$ cat config.mk
export PLATFORM = sky130hd
export DESIGN_NAME = branch_unit_top
export DESIGN_NICKNAME = d
export VERILOG_FILES = /design/src/hw/branch_pkg.sv /design/src/hw/fu_branch_if.sv /design/src/hw/btb_port_if.sv /design/src/hw/fu_branch.sv /design/src/hw/btb_lookup.sv /design/src/hw/btb_arbiter.sv /design/src/hw/btb_table.sv /design/src/hw/branch_unit_top.sv
export SDC_FILE = /design/constraint.sdc
export NUM_CORES = 2
export LEC_CHECK = 0
export ABC_AREA = 1
export CELL_PAD_IN_SITES_DETAIL_PLACEMENT = 0
export CELL_PAD_IN_SITES_GLOBAL_PLACEMENT = 1
export CORE_ASPECT_RATIO = 1.75
export CORE_MARGIN = 2
export CORE_UTILIZATION = 35
export CTS_CLUSTER_DIAMETER = 100
export DETAILED_ROUTE_END_ITERATION = 16
export DONT_BUFFER_PORTS = 1
export PLACE_DENSITY = 0.6
export SETUP_SLACK_MARGIN = 0.2
export SYNTH_ARGS = -nofsm -noshare
export SYNTH_HDL_FRONTEND = slang
export SYNTH_SLANG_ARGS = --single-unit
$ cat constraint.sdc
create_clock -name CLK -period 6 [get_ports CLK]
set_input_delay 1.2 -clock CLK [delete_from_list [all_inputs] [get_ports CLK]]
set_output_delay 1.2 -clock CLK [all_outputs]
set_load 0.005 [all_outputs]
$ cat src/hw/branch_pkg.sv
package branch_pkg;

  typedef logic [31:0] word_t;

  // Decoded compare kind for conditional branches
  typedef enum logic [2:0] {
    BT_BEQ,
    BT_BNE,
    BT_BLT,
    BT_BGE,
    BT_BLTU,
    BT_BGEU
  } branch_type_t;

  // J_NONE marks a conditional branch
  typedef enum logic [1:0] {
    J_NONE,
    J_JAL,
    J_JALR
  } jump_type_t;

  // 2 and 3 predict taken
  typedef logic [1:0] counter_t;

  localparam counter_t CTR_ALLOC = 2'd2;

  // Index width the entry layout is sized for. Wider indexes leave high tag bits at zero
  localparam int BTB_DEF_INDEX_BITS = 4;
  localparam int BTB_TAG_MAX = 30 - BTB_DEF_INDEX_BITS;

  typedef logic [BTB_TAG_MAX-1:0] btb_tag_t;

  typedef struct packed {
    logic     valid;
    btb_tag_t tag;
    word_t    target;
    counter_t ctr;
  } btb_entry_t;

  typedef enum logic {
    LK_IDLE,
    LK_WAIT
  } lookup_state_t;

  // PC bits above the index and the byte offset, zero extended
  function automatic btb_tag_t btb_tag(word_t pc, int unsigned index_bits);
    return btb_tag_t'(pc >> (index_bits + 2));
  endfunction

endpackage

$ cat src/hw/fu_branch_if.sv
interface fu_branch_if
  import branch_pkg::*;
();

  // Decoded branch or jump from issue
  logic         enable;
  jump_type_t   j_type;
  branch_type_t branch_type;
  word_t        reg_a;
  word_t        reg_b;
  word_t        imm;
  word_t        current_pc;
  logic         predicted_outcome;

  // Resolution results
  logic         branch_outcome;
  logic         miss;
  word_t        correct_pc;
  word_t        branch_target;
  logic         resolved;
  word_t        jump_wdat;

  // One strobe per resolved conditional branch
  logic         update_btb;
  word_t        update_pc;

  modport br (
    input  enable, j_type, branch_type, reg_a, reg_b, imm, current_pc, predicted_outcome,
    output branch_outcome, miss, correct_pc, branch_target, resolved, jump_wdat,
    output update_btb, update_pc
  );

  modport top (
    output enable, j_type, branch_type, reg_a, reg_b, imm, current_pc, predicted_outcome,
    input  branch_outcome, miss, correct_pc, branch_target, resolved, jump_wdat,
    input  update_btb, update_pc
  );

endinterface

$ cat src/hw/btb_port_if.sv
interface btb_port_if
  import branch_pkg::*;
();

  // The arbiter derives index and tag from pc
  logic       req;
  logic       we;
  word_t      pc;
  logic       taken;
  word_t      target;

  logic       gnt;
  // Entry read, valid the cycle after gnt
  btb_entry_t rdata;

  modport peer (
    output req, we, pc, taken, target,
    input  gnt, rdata
  );

  modport arb (
    input  req, we, pc, taken, target,
    output gnt, rdata
  );

endinterface

$ cat src/hw/fu_branch.sv
module fu_branch
  import branch_pkg::*;
(
  input logic     CLK,
  input logic     nRST,
  fu_branch_if.br fubif
);

  logic  is_branch;
  logic  eq;
  logic  lt;
  logic  ltu;
  logic  taken;
  logic  seen_last;
  logic  last_valid;
  word_t last_pc;
  word_t pc_plus4;
  word_t pc_plus_imm;
  word_t jalr_dest;

  assign is_branch   = fubif.enable && (fubif.j_type == J_NONE);
  assign pc_plus4    = fubif.current_pc + 32'd4;
  assign pc_plus_imm = fubif.current_pc + fubif.imm;
  // JALR drops bit 0 of the sum
  assign jalr_dest   = (fubif.reg_a + fubif.imm) & ~32'd1;

  // Same branch still sitting on the port from last cycle
  assign seen_last = last_valid && (last_pc == fubif.current_pc);

  always_ff @(posedge CLK, negedge nRST) begin
    if (!nRST) begin
      last_valid <= 1'b0;
      last_pc    <= '0;
    end else begin
      last_valid <= is_branch;
      if (is_branch) begin
        last_pc <= fubif.current_pc;
      end
    end
  end

  assign eq  = (fubif.reg_a == fubif.reg_b);
  assign lt  = ($signed(fubif.reg_a) < $signed(fubif.reg_b));
  assign ltu = (fubif.reg_a < fubif.reg_b);

  // NE, GE and GEU are the inverted forms
  always_comb begin
    case (fubif.branch_type)
      BT_BEQ:  taken = eq;
      BT_BNE:  taken = !eq;
      BT_BLT:  taken = lt;
      BT_BGE:  taken = !lt;
      BT_BLTU: taken = ltu;
      BT_BGEU: taken = !ltu;
      default: taken = 1'b0;
    endcase
  end

  always_comb begin
    fubif.branch_outcome = 1'b0;
    fubif.miss           = 1'b0;
    fubif.correct_pc     = pc_plus4;
    fubif.branch_target  = '0;
    fubif.resolved       = 1'b0;
    fubif.jump_wdat      = '0;
    fubif.update_btb     = 1'b0;
    fubif.update_pc      = '0;

    if (fubif.enable) begin
      case (fubif.j_type)
        J_JAL: begin
          fubif.branch_outcome = 1'b1;
          fubif.branch_target  = pc_plus_imm;
          fubif.correct_pc     = pc_plus_imm;
          fubif.resolved       = 1'b1;
          fubif.jump_wdat      = pc_plus4;
        end
        J_JALR: begin
          fubif.branch_outcome = 1'b1;
          fubif.branch_target  = jalr_dest;
          fubif.correct_pc     = jalr_dest;
          fubif.resolved       = 1'b1;
          fubif.jump_wdat      = pc_plus4;
        end
        J_NONE: begin
          fubif.branch_outcome = taken;
          fubif.branch_target  = pc_plus_imm;
          fubif.correct_pc     = taken ? pc_plus_imm : pc_plus4;
          fubif.miss           = (taken != fubif.predicted_outcome);
          fubif.resolved       = (taken == fubif.predicted_outcome);
          // Held branches strobe only in their first cycle
          fubif.update_btb     = !seen_last;
          fubif.update_pc      = fubif.current_pc;
        end
        default: begin
          fubif.correct_pc = pc_plus4;
        end
      endcase
    end
  end

endmodule

$ cat src/hw/btb_lookup.sv
module btb_lookup
  import branch_pkg::*;
#(
  parameter int BTB_INDEX_BITS = BTB_DEF_INDEX_BITS
) (
  input  logic        CLK,
  input  logic        nRST,
  input  logic        fetch_req,
  input  word_t       fetch_pc,
  btb_port_if.peer    lk,
  output logic        pred_valid,
  output logic        pred_taken,
  output word_t       pred_target
);

  lookup_state_t state;
  lookup_state_t state_next;
  word_t         pc_q;
  logic          rd_pend;
  logic          hit;

  always_comb begin
    state_next = state;
    case (state)
      LK_IDLE: if (fetch_req) state_next = LK_WAIT;
      LK_WAIT: if (lk.gnt) state_next = LK_IDLE;
      default: state_next = LK_IDLE;
    endcase
  end

  always_ff @(posedge CLK, negedge nRST) begin
    if (!nRST) begin
      state   <= LK_IDLE;
      rd_pend <= 1'b0;
    end else begin
      state   <= state_next;
      rd_pend <= lk.gnt;
    end
  end

  // Fetch PC is only taken in while idle
  always_ff @(posedge CLK) begin
    if (state == LK_IDLE && fetch_req) begin
      pc_q <= fetch_pc;
    end
  end

  // Read-only peer
  assign lk.req    = (state == LK_WAIT);
  assign lk.we     = 1'b0;
  assign lk.pc     = pc_q;
  assign lk.taken  = 1'b0;
  assign lk.target = '0;

  assign hit = lk.rdata.valid && (lk.rdata.tag == btb_tag(pc_q, BTB_INDEX_BITS));

  // Counter MSB set means weakly or strongly taken
  assign pred_valid  = rd_pend;
  assign pred_taken  = rd_pend && hit && lk.rdata.ctr[1];
  assign pred_target = pred_taken ? lk.rdata.target : pc_q + 32'd4;

endmodule

$ cat src/hw/btb_arbiter.sv
module btb_arbiter
  import branch_pkg::*;
#(
  parameter int BTB_INDEX_BITS = BTB_DEF_INDEX_BITS
) (
  input  logic                      CLK,
  input  logic                      nRST,
  btb_port_if.arb                   upd,
  btb_port_if.arb                   lk,
  output logic                      en,
  output logic                      we,
  output logic [BTB_INDEX_BITS-1:0] index,
  output btb_entry_t                wdata,
  input  btb_entry_t                rdata
);

  // Deferred update
  logic     pend_valid;
  word_t    pend_pc;
  logic     pend_taken;
  word_t    pend_target;

  // Update whose entry read is back this cycle
  logic     rmw_valid;
  word_t    rmw_pc;
  logic     rmw_taken;
  word_t    rmw_target;
  btb_tag_t rmw_tag;

  logic     lk_refused;
  logic     upd_req;
  logic     lk_req;
  logic     start_pend;
  logic     start_new;
  logic     lk_win;
  logic     store_pend;
  word_t    start_pc;
  logic     start_taken;
  word_t    start_target;
  logic     hit;
  logic     do_write;

  assign upd_req = upd.req && upd.we;
  assign lk_req  = lk.req && !lk.we;

  // The write half of a read-modify-write owns the port. The pending update goes first,
  // then a lookup that lost last cycle, then a new update
  assign start_pend = !rmw_valid && pend_valid;
  assign lk_win     = !rmw_valid && !pend_valid && lk_req && (lk_refused || !upd_req);
  assign start_new  = !rmw_valid && !pend_valid && upd_req && !lk_win;

  // A third update arriving while two are queued is dropped
  assign store_pend = upd_req && !start_new && (!pend_valid || start_pend);

  assign upd.gnt   = start_new;
  assign lk.gnt    = lk_win;
  assign upd.rdata = rdata;
  assign lk.rdata  = rdata;

  assign start_pc     = start_pend ? pend_pc : upd.pc;
  assign start_taken  = start_pend ? pend_taken : upd.taken;
  assign start_target = start_pend ? pend_target : upd.target;

  assign rmw_tag  = btb_tag(rmw_pc, BTB_INDEX_BITS);
  assign hit      = rdata.valid && (rdata.tag == rmw_tag);
  // Miss and not taken leaves the entry alone
  assign do_write = hit || rmw_taken;

  always_comb begin
    wdata.valid  = 1'b1;
    wdata.tag    = rmw_tag;
    wdata.target = rmw_taken ? rmw_target : rdata.target;
    if (!hit) begin
      wdata.ctr = CTR_ALLOC;
    end else if (rmw_taken) begin
      wdata.ctr = (rdata.ctr == 2'd3) ? 2'd3 : rdata.ctr + 2'd1;
    end else begin
      wdata.ctr = (rdata.ctr == 2'd0) ? 2'd0 : rdata.ctr - 2'd1;
    end
  end

  always_comb begin
    en    = 1'b0;
    we    = 1'b0;
    index = '0;
    if (rmw_valid) begin
      en    = do_write;
      we    = 1'b1;
      index = rmw_pc[BTB_INDEX_BITS+1:2];
    end else if (start_pend || start_new) begin
      en    = 1'b1;
      index = start_pc[BTB_INDEX_BITS+1:2];
    end else if (lk_win) begin
      en    = 1'b1;
      index = lk.pc[BTB_INDEX_BITS+1:2];
    end
  end

  always_ff @(posedge CLK, negedge nRST) begin
    if (!nRST) begin
      pend_valid <= 1'b0;
      rmw_valid  <= 1'b0;
      lk_refused <= 1'b0;
    end else begin
      if (store_pend) begin
        pend_valid <= 1'b1;
      end else if (start_pend) begin
        pend_valid <= 1'b0;
      end
      rmw_valid  <= start_pend || start_new;
      lk_refused <= lk_req && !lk_win;
    end
  end

  always_ff @(posedge CLK) begin
    if (store_pend) begin
      pend_pc     <= upd.pc;
      pend_taken  <= upd.taken;
      pend_target <= upd.target;
    end
    if (start_pend || start_new) begin
      rmw_pc     <= start_pc;
      rmw_taken  <= start_taken;
      rmw_target <= start_target;
    end
  end

endmodule

$ cat src/hw/btb_table.sv
module btb_table
  import branch_pkg::*;
#(
  parameter int BTB_INDEX_BITS = BTB_DEF_INDEX_BITS
) (
  input  logic                      CLK,
  input  logic                      nRST,
  input  logic                      en,
  input  logic                      we,
  input  logic [BTB_INDEX_BITS-1:0] index,
  input  btb_entry_t                wdata,
  output btb_entry_t                rdata
);

  localparam int ENTRIES  = 1 << BTB_INDEX_BITS;
  localparam int TAG_BITS = 30 - BTB_INDEX_BITS;

  logic [ENTRIES-1:0]  valid_q;
  logic [TAG_BITS-1:0] tag_mem [ENTRIES];
  word_t               target_mem [ENTRIES];
  counter_t            ctr_mem [ENTRIES];

  // Registered read port
  logic                rd_valid;
  logic [TAG_BITS-1:0] rd_tag;
  word_t               rd_target;
  counter_t            rd_ctr;

  always_ff @(posedge CLK, negedge nRST) begin
    if (!nRST) begin
      valid_q  <= '0;
      rd_valid <= 1'b0;
    end else if (en) begin
      if (we) begin
        valid_q[index] <= wdata.valid;
      end else begin
        rd_valid <= valid_q[index];
      end
    end
  end

  always_ff @(posedge CLK) begin
    if (en) begin
      if (we) begin
        tag_mem[index]    <= wdata.tag[TAG_BITS-1:0];
        target_mem[index] <= wdata.target;
        ctr_mem[index]    <= wdata.ctr;
      end else begin
        rd_tag    <= tag_mem[index];
        rd_target <= target_mem[index];
        rd_ctr    <= ctr_mem[index];
      end
    end
  end

  // Stored tag widened back to the entry layout
  assign rdata.valid  = rd_valid;
  assign rdata.tag    = btb_tag_t'(rd_tag);
  assign rdata.target = rd_target;
  assign rdata.ctr    = rd_ctr;

endmodule

$ cat src/hw/branch_unit_top.sv
module branch_unit_top
  import branch_pkg::*;
#(
  parameter int BTB_INDEX_BITS = BTB_DEF_INDEX_BITS
) (
  input  logic         CLK,
  input  logic         nRST,
  input  logic         enable,
  input  jump_type_t   j_type,
  input  branch_type_t branch_type,
  input  word_t        reg_a,
  input  word_t        reg_b,
  input  word_t        imm,
  input  word_t        current_pc,
  input  logic         predicted_outcome,
  input  logic         fetch_req,
  input  word_t        fetch_pc,
  output logic         branch_outcome,
  output logic         miss,
  output word_t        correct_pc,
  output word_t        branch_target,
  output logic         resolved,
  output word_t        jump_wdat,
  output logic         pred_valid,
  output logic         pred_taken,
  output word_t        pred_target
);

  logic                      tbl_en;
  logic                      tbl_we;
  logic [BTB_INDEX_BITS-1:0] tbl_index;
  btb_entry_t                tbl_wdata;
  btb_entry_t                tbl_rdata;

  fu_branch_if fubif ();
  btb_port_if  upd ();
  btb_port_if  lk ();

  assign fubif.enable            = enable;
  assign fubif.j_type            = j_type;
  assign fubif.branch_type       = branch_type;
  assign fubif.reg_a             = reg_a;
  assign fubif.reg_b             = reg_b;
  assign fubif.imm               = imm;
  assign fubif.current_pc        = current_pc;
  assign fubif.predicted_outcome = predicted_outcome;

  assign branch_outcome = fubif.branch_outcome;
  assign miss           = fubif.miss;
  assign correct_pc     = fubif.correct_pc;
  assign branch_target  = fubif.branch_target;
  assign resolved       = fubif.resolved;
  assign jump_wdat      = fubif.jump_wdat;

  // Update strobe becomes a write request, the branch unit never waits on gnt
  assign upd.req    = fubif.update_btb;
  assign upd.we     = 1'b1;
  assign upd.pc     = fubif.update_pc;
  assign upd.taken  = fubif.branch_outcome;
  assign upd.target = fubif.branch_target;

  fu_branch fu_branch_inst (
    .CLK  (CLK),
    .nRST (nRST),
    .fubif(fubif)
  );

  btb_lookup #(
    .BTB_INDEX_BITS(BTB_INDEX_BITS)
  ) btb_lookup_inst (
    .CLK        (CLK),
    .nRST       (nRST),
    .fetch_req  (fetch_req),
    .fetch_pc   (fetch_pc),
    .lk         (lk),
    .pred_valid (pred_valid),
    .pred_taken (pred_taken),
    .pred_target(pred_target)
  );

  btb_arbiter #(
    .BTB_INDEX_BITS(BTB_INDEX_BITS)
  ) btb_arbiter_inst (
    .CLK  (CLK),
    .nRST (nRST),
    .upd  (upd),
    .lk   (lk),
    .en   (tbl_en),
    .we   (tbl_we),
    .index(tbl_index),
    .wdata(tbl_wdata),
    .rdata(tbl_rdata)
  );

  btb_table #(
    .BTB_INDEX_BITS(BTB_INDEX_BITS)
  ) btb_table_inst (
    .CLK  (CLK),
    .nRST (nRST),
    .en   (tbl_en),
    .we   (tbl_we),
    .index(tbl_index),
    .wdata(tbl_wdata),
    .rdata(tbl_rdata)
  );

endmodule

; ---- Word-level counts from Yosys, hierarchy flattened
; Memory sizes are Yosys's and may differ from the RTL's. A register that Yosys moved wholly into a read port is not among the register bits.
; Index checks and enable logic that the tools add are counted.
; W data, S select, Z words.
[classes]
magnitude_cmp = 4
n_eq_ne = 14
n_addsub = 6
n_reduce_logical = 38
muxes = 46
n_bitwise = 3
[ops]
columns = operator, n
row1 = $mux W32, 11
row2 = $pmux W32 S3, 1
row3 = $add A32 B3 Y32 const B, 2
row4 = $add A32 B32 Y32, 2
row5 = $eq A32 B32 Y1, 2
row6 = $lt A32 B32 Y1, 2
row7 = $pmux W32 S2, 1
row8 = $eq A26 B26 Y1, 2
row9 = $mux W1, 20
row10 = $logic_and A1 B1 Y1, 17
row11 = $or A16 B16 Y16, 1
row12 = $mux W4, 3
row13 = $logic_not A1 Y1, 9
row14 = $mux W2, 4
row15 = $eq A3 B2 Y1 const B, 2
row16 = $eq A3 B3 Y1 const B, 2
row17 = $pmux W1 S2, 3
row18 = $pmux W1 S6, 1
row19 = $lt A4 B5 Y1 const B, 1
row20 = $bmux W1 S4, 1
row21 = $demux W1 S4, 1
row22 = $eq A2 B2 Y1 const B, 2
row23 = $ge A4 B1 Y1 const B, 1
row24 = $logic_not A2 Y1, 2
row25 = 12 further kinds, 18
[word_totals]
ramBits = 960
word_cells = 130
reg_bits = 217
out_inout_bits = 133
mem_count = 3
[mem_list]
columns = name, words, width, read_ports, rd_clocked_by_memory_dff, write_ports, line_no
row1 = btb_table_inst.target_mem, 16, 32, 1, 1, 1, btb_table.sv:20  ; word_t target_mem [ENTRIES];
row2 = btb_table_inst.tag_mem, 16, 26, 1, 1, 1, btb_table.sv:19  ; logic [TAG_BITS-1:0] tag_mem [ENTRIES];
row3 = btb_table_inst.ctr_mem, 16, 2, 1, 1, 1, btb_table.sv:21  ; counter_t ctr_mem [ENTRIES];

; ---- Depth between registers and ports, before layout
[logic_depth]
word_depth = 18
ltp_mapped = 27

; ---- Cells and area by module
; Synthesis repeated with hierarchy kept, for this count alone.
[unflattened]
cells_unflattened = 5378
area_unflattened_um2 = 57716.6
[modules_own_cells]
columns = module, instances, seq_area_each_um2, area_per_inst_um2, cells_per_inst
row1 = btb_table, 1, 31054.8, 38476.9, 2676
row2 = fu_branch, 1, 825.8, 8643.3, 1533
row3 = btb_arbiter, 1, 3858.7, 7158.1, 640
row4 = btb_lookup, 1, 1011.0, 3434.5, 528
row5 = branch_unit_top, 1, 0.0, 3.8, 1

; ---- Least setup slack after synthesis
; No wires, ideal clock.
[synth_timing]
path_kind = input to register
from = input current_pc[2]
to = memory btb_table_inst.ctr_mem[11][0] (netlist bit) (enable)
slack_ns = -0.699
arrival_time_ns = 6.220
cell_stages = 15
path_cell_list = buf_2 > xor2_1 > nor2_1 > nand3_1 > nor2_1 > nand2_1 > o2111ai_2 > nand2_2 > nand2_1 > nand2_2 > buf_6 > buf_4 > buf_2 > nand4_1 > nor2_1
[synth_between]
elab_chain_len = 15
[synth_lines]
columns = element, line_no
row1 = start: declaration, branch_unit_top.sv:14  ; input word_t current_pc,
row2 = $eq A32 B32 Y1, fu_branch.sv:28  ; assign seen_last = last_valid && (last_pc == fubif.current_pc);
row3 = $logic_and A1 B1 Y1, fu_branch.sv:28
row4 = $logic_not A1 Y1, fu_branch.sv:92  ; fubif.update_btb = !seen_last;
row5 = $mux W1, fu_branch.sv:70  ; case (fubif.j_type)
row6 = $mux W1, fu_branch.sv:69  ; if (fubif.enable) begin
row7 = $logic_not A1 Y1, btb_arbiter.sv:49  ; assign lk_win = !rmw_valid && !pend_valid && lk_req && (lk_refused || !upd_req);
row8 = $logic_or A1 B1 Y1, btb_arbiter.sv:49
row9 = $logic_and A1 B1 Y1, btb_arbiter.sv:49
row10 = $logic_not A1 Y1, btb_arbiter.sv:50  ; assign start_new = !rmw_valid && !pend_valid && upd_req && !lk_win;
row11 = $logic_and A1 B1 Y1, btb_arbiter.sv:50
row12 = $logic_or A1 B1 Y1, btb_arbiter.sv:90  ; end else if (start_pend || start_new) begin
row13 = $mux W1, btb_arbiter.sv:90
row14 = $mux W1, btb_arbiter.sv:86  ; if (rmw_valid) begin
row15 = $mux W1, btb_table.sv:43  ; if (en) begin
row16 = $mux W1 (implied by the code), btb_table.sv:47  ; ctr_mem[index] <= wdata.ctr;
row17 = end: declaration, btb_table.sv:21
; Several ways; a longest one is shown, not always the timed one.

; ---- Worst setup path in the final report
[layout_timing]
from = input reg_a[17]
to = output branch_target[25]
[layout_between]
elab_chain_len = 3
[layout_lines]
columns = element, line_no
row1 = start: declaration, branch_unit_top.sv:11  ; input word_t reg_a,
row2 = $add A32 B32 Y32, fu_branch.sv:25  ; assign jalr_dest = (fubif.reg_a + fubif.imm) & ~32'd1;
row3 = $pmux W32 S2, fu_branch.sv:70
row4 = $mux W32, fu_branch.sv:69
row5 = end: declaration, branch_unit_top.sv:21  ; output word_t branch_target,
; No other way between the ends.

==> results.json <==
{
  "grt.busiest_layer": "met2",
  "yosysWarnings": 0,
  "avgSynthCellArea_um2": 10.0,
  "overflow": 0,
  "pre_cts_slack_ps": -34.9,
  "ctsHtreeMaxLevel": 3,
  "clockRootBuffer": "clkbuf_16",
  "slowest_stage": "nor2_1",
  "finalCriticalPeriod_ps": 5720,
  "grt_first_pass_wirelength_mm": 306,
  "grt_max_degree": 149,
  "syn_inst": 5735,
  "vdd_drop_max_v": 0.000368,
  "use_met2_pct": 46.1,
  "die_x_um": 310,
  "synth_top_area_share_pct": 61.6,
  "chipHeight_um": 540,
  "clk_latency_ps": 740,
  "grt_pass1_vias": 42400,
  "io_pins": 303,
  "worst_setup_path_start_kind": "input port",
  "fp-row-count": 196,
  "power.leakage_nw": 25.4,
  "drtAntennaViolNets": 0,
  "gp_congestion": 0.995,
  "dpl.hpwl_mm": 143,
  "worstMarginPinSlew_ps": 1130,
  "powerDensity_nw_per_um2": 386,
  "vias": 42100,
  "ys_seq_area_share_pct": 64.0,
  "vias_per_cell": 5.22,
  "finalPower_w": 0.0250,
  "setup_slack_ps": 279,
  "core_um2": 163000,
  "synth-seq-cells": 1233,
  "hp-class": "in2async",
  "drt_iter0_drc": 2999,
  "met3_usage_pct": 4.66,
  "cts_buffers": 116,
  "setup_viol_count_final": 0,
  "dp.cells": 7834,
  "worstPathMaxFanout": 7,
  "die-area_um2": 167000,
  "yosys.cell_types.count": 55,
  "clockBufferDepth": 3,
  "io_buffers": 0,
  "critPathMostFrequentCell": "nor2_1",
  "cp_num_buf_inv": 1,
  "synthArstFlopShare_pct": 4.46,
  "max_freq_ghz": 0.175,
  "maxCapViolations": 0,
  "cpLargestDelayFamily": "simple AND/OR/NAND/NOR gates",
  "worstSetupEndpointType": "output pin",
  "wl_per_cell_um": 26.8,
  "grt_use_total_pct": 25.6,
  "final_cell_area_um2": 64700,
  "drt-pass1-iter-count": 5,
  "drive_gt1_share_pct": 6.96,
  "slowest_delay_ps": 540,
  "synth_nets": 6006,
  "initial_core_util_pct": 35.2,
  "place_area_um2": 61000,
  "finClkSkew_ps": 54.8,
  "slew_violations": 0,
  "cts_tree": "built",
  "hold_viol": 0,
  "status": "completed",
  "grt_setup_unrepaired": "yes",
  "yosysTopAreaCell": "edfxtp_1",
  "yosys-top-cells-area": "edfxtp_1, nand2_1, nand3_1",
  "layout_common_cells": "nand2_1, edfxtp_1, nand3_1, inv_1, a21oi_1",
  "antenna_found_initial": 15,
  "layout_worst_path_cycle_share_pct": 95.4,
  "relSlewSlack_pct": 23.9,
  "synthesis.area_um2": 57400,
  "postSynth.topFlopCell": "edfxtp_1",
  "wl_mm": 216,
  "areaGrowthSynthToFinish_pct": 12.8,
  "crit_required_ps": 4800,
  "instances_no_fill": 8059,
  "crit_chain": "ha_1, nand2_1, nor2_1, inv_1, nor2_1, nand4_1, nand3b_1, nand3_1, a21oi_1",
  "drcViolationCount": 0,
  "final_nets": 6046,
  "grt_util_met1_pct": 27.8,
  "critical_path_class": "in2out",
  "cts.sinks": 1233,
  "post-route-util_pct": 39.7,
  "clk_pin_slew_worst_paths_ps": 70,
  "cp.arrival_ps": 4520,
  "synth_edf_count": 1178,
  "fillCellCount": 16200,
  "layout_commonest_cell": "nand2_1"
}
[worst reg2reg max path, stage by stage, from the launching register on]
cell and delay [ps]:
dfrtp_1 520, nor2_4 530, inv_1 560, nand2_4 480
nand2_1 230, nand2_8 160, buf_4 520, nand4_1 580
nor2_4 660, buf_12 300
[where the power goes]
part	switching [W]	leakage, nW	internal, W
Sequential	0.000523	11.4	0.0104
Combinational	0.00497	12.3	0.00176
Clock	0.00340	1.78	0.00390
[layer usage]
layer,up-vias,part of all wire (%)
met5,-,0.043
met4,14,6.7
met3,409,5.7
met2,1327,52
met1,20900,36
li1,19400,-
[state kept, by name (all words and copies together) (netlist names), 2 cells and up]
register	flops
btb_table_inst.target_mem	512
btb_table_inst.tag_mem	416
btb_arbiter_inst.pend_target	32
btb_arbiter_inst.rmw_target	32
btb_lookup_inst.lk.pc	32
btb_table_inst.ctr_mem	32
btb_table_inst.rd_target	32
fu_branch_inst.last_pc	32
btb_arbiter_inst.pend_pc	30
btb_arbiter_inst.rmw_pc	30
btb_table_inst.rd_tag	26
btb_table_inst.valid_q	16
btb_table_inst.rd_ctr	2
[timing repair]
action / 4_1_cts / 5_1_grt
gates cloned: 0 / 0
resized for setup: 2 / 10
hold buffers: 0 / 0
setup endpoints to repair: 8 / 16
buffers inserted: 0 / 1
pin swaps: 0 / 1
[cell usage after synthesis, types with 17 or more instances]
| cell type | n |
|---|---|
| inv_1 | 450 |
| ha_1 | 99 |
| buf_1 | 29 |
| clkbuf_1 | 94 |
| nand2_1 | 2055 |
| nand4_1 | 48 |
| dfrtp_1 | 55 |
| edfxtp_1 | 1178 |
| nor3_1 | 18 |
| nand3_1 | 559 |
| nor4_1 | 17 |
| xnor2_1 | 40 |
| buf_2 | 120 |
| xor2_1 | 78 |
| nor2_1 | 226 |
| o21ai_0 | 256 |
| a21oi_1 | 261 |
[logic make-up (layout without fill, tap and decap cells)]
kind of cell,after synthesis,count (layout),share of synthesized area (%)
AND/OR/NAND/NOR,2969,2969,21.3
flip-flops,1233,1233,64.0
buffers and inverters,716,854,5.05
AO/OA/AOI/OAI,590,590,5.49
XOR/XNOR,118,118,1.80
adder cells (fa/ha/maj),101,101,2.23
multiplexers,8,8,0.140
other,0,8,0
[layout make-up]
class / count / area, µm² / share of cell area, %
sequential: 1233 / 36800 / 56.8
multi-input combinational: 3786 / 18000 / 27.8
clock buffer: 148 / 3060 / 4.73
tap: 2178 / 2730 / 4.21
timing repair buffer: 176 / 1800 / 2.78
inverter: 462 / 1750 / 2.70
clock inverter: 68 / 623 / 0.963
antenna: 8 / 20.0 / 0.0309
[metrics by stage]
step                      hold slack [ps]  setup TNS, ps
final                                 157              0
after global placement                441          -96.7
after CTS                             103              0
after detailed placement              453          -34.9
after global routing                  115              0
after floorplan                       424        -168250
[path summary, 6_finish.rpt]
check                                                      start                                  endpoint  slack, ps  cells after the start
max in group asynchronous                                   nRST       fu_branch_inst.last_valid$_DFF_PN0_       5690                      0
min reg2reg                btb_table_inst.valid_q[1]$_DFFE_PN0P_     btb_table_inst.valid_q[1]$_DFFE_PN0P_        460                      2
min in group CLK           btb_table_inst.valid_q[1]$_DFFE_PN0P_     btb_table_inst.valid_q[1]$_DFFE_PN0P_        460                      2
max                                                    reg_a[17]                         branch_target[25]        280                      9
min                                                         nRST     fu_branch_inst.last_pc[8]$_DFFE_PN0P_        160                      0
max reg2reg                 btb_arbiter_inst.rmw_valid$_DFF_PN0_  btb_table_inst.tag_mem[15][12]$_DFFE_PP_       1110                      9
No activity file was read; power rests on OpenSTA's default activity.
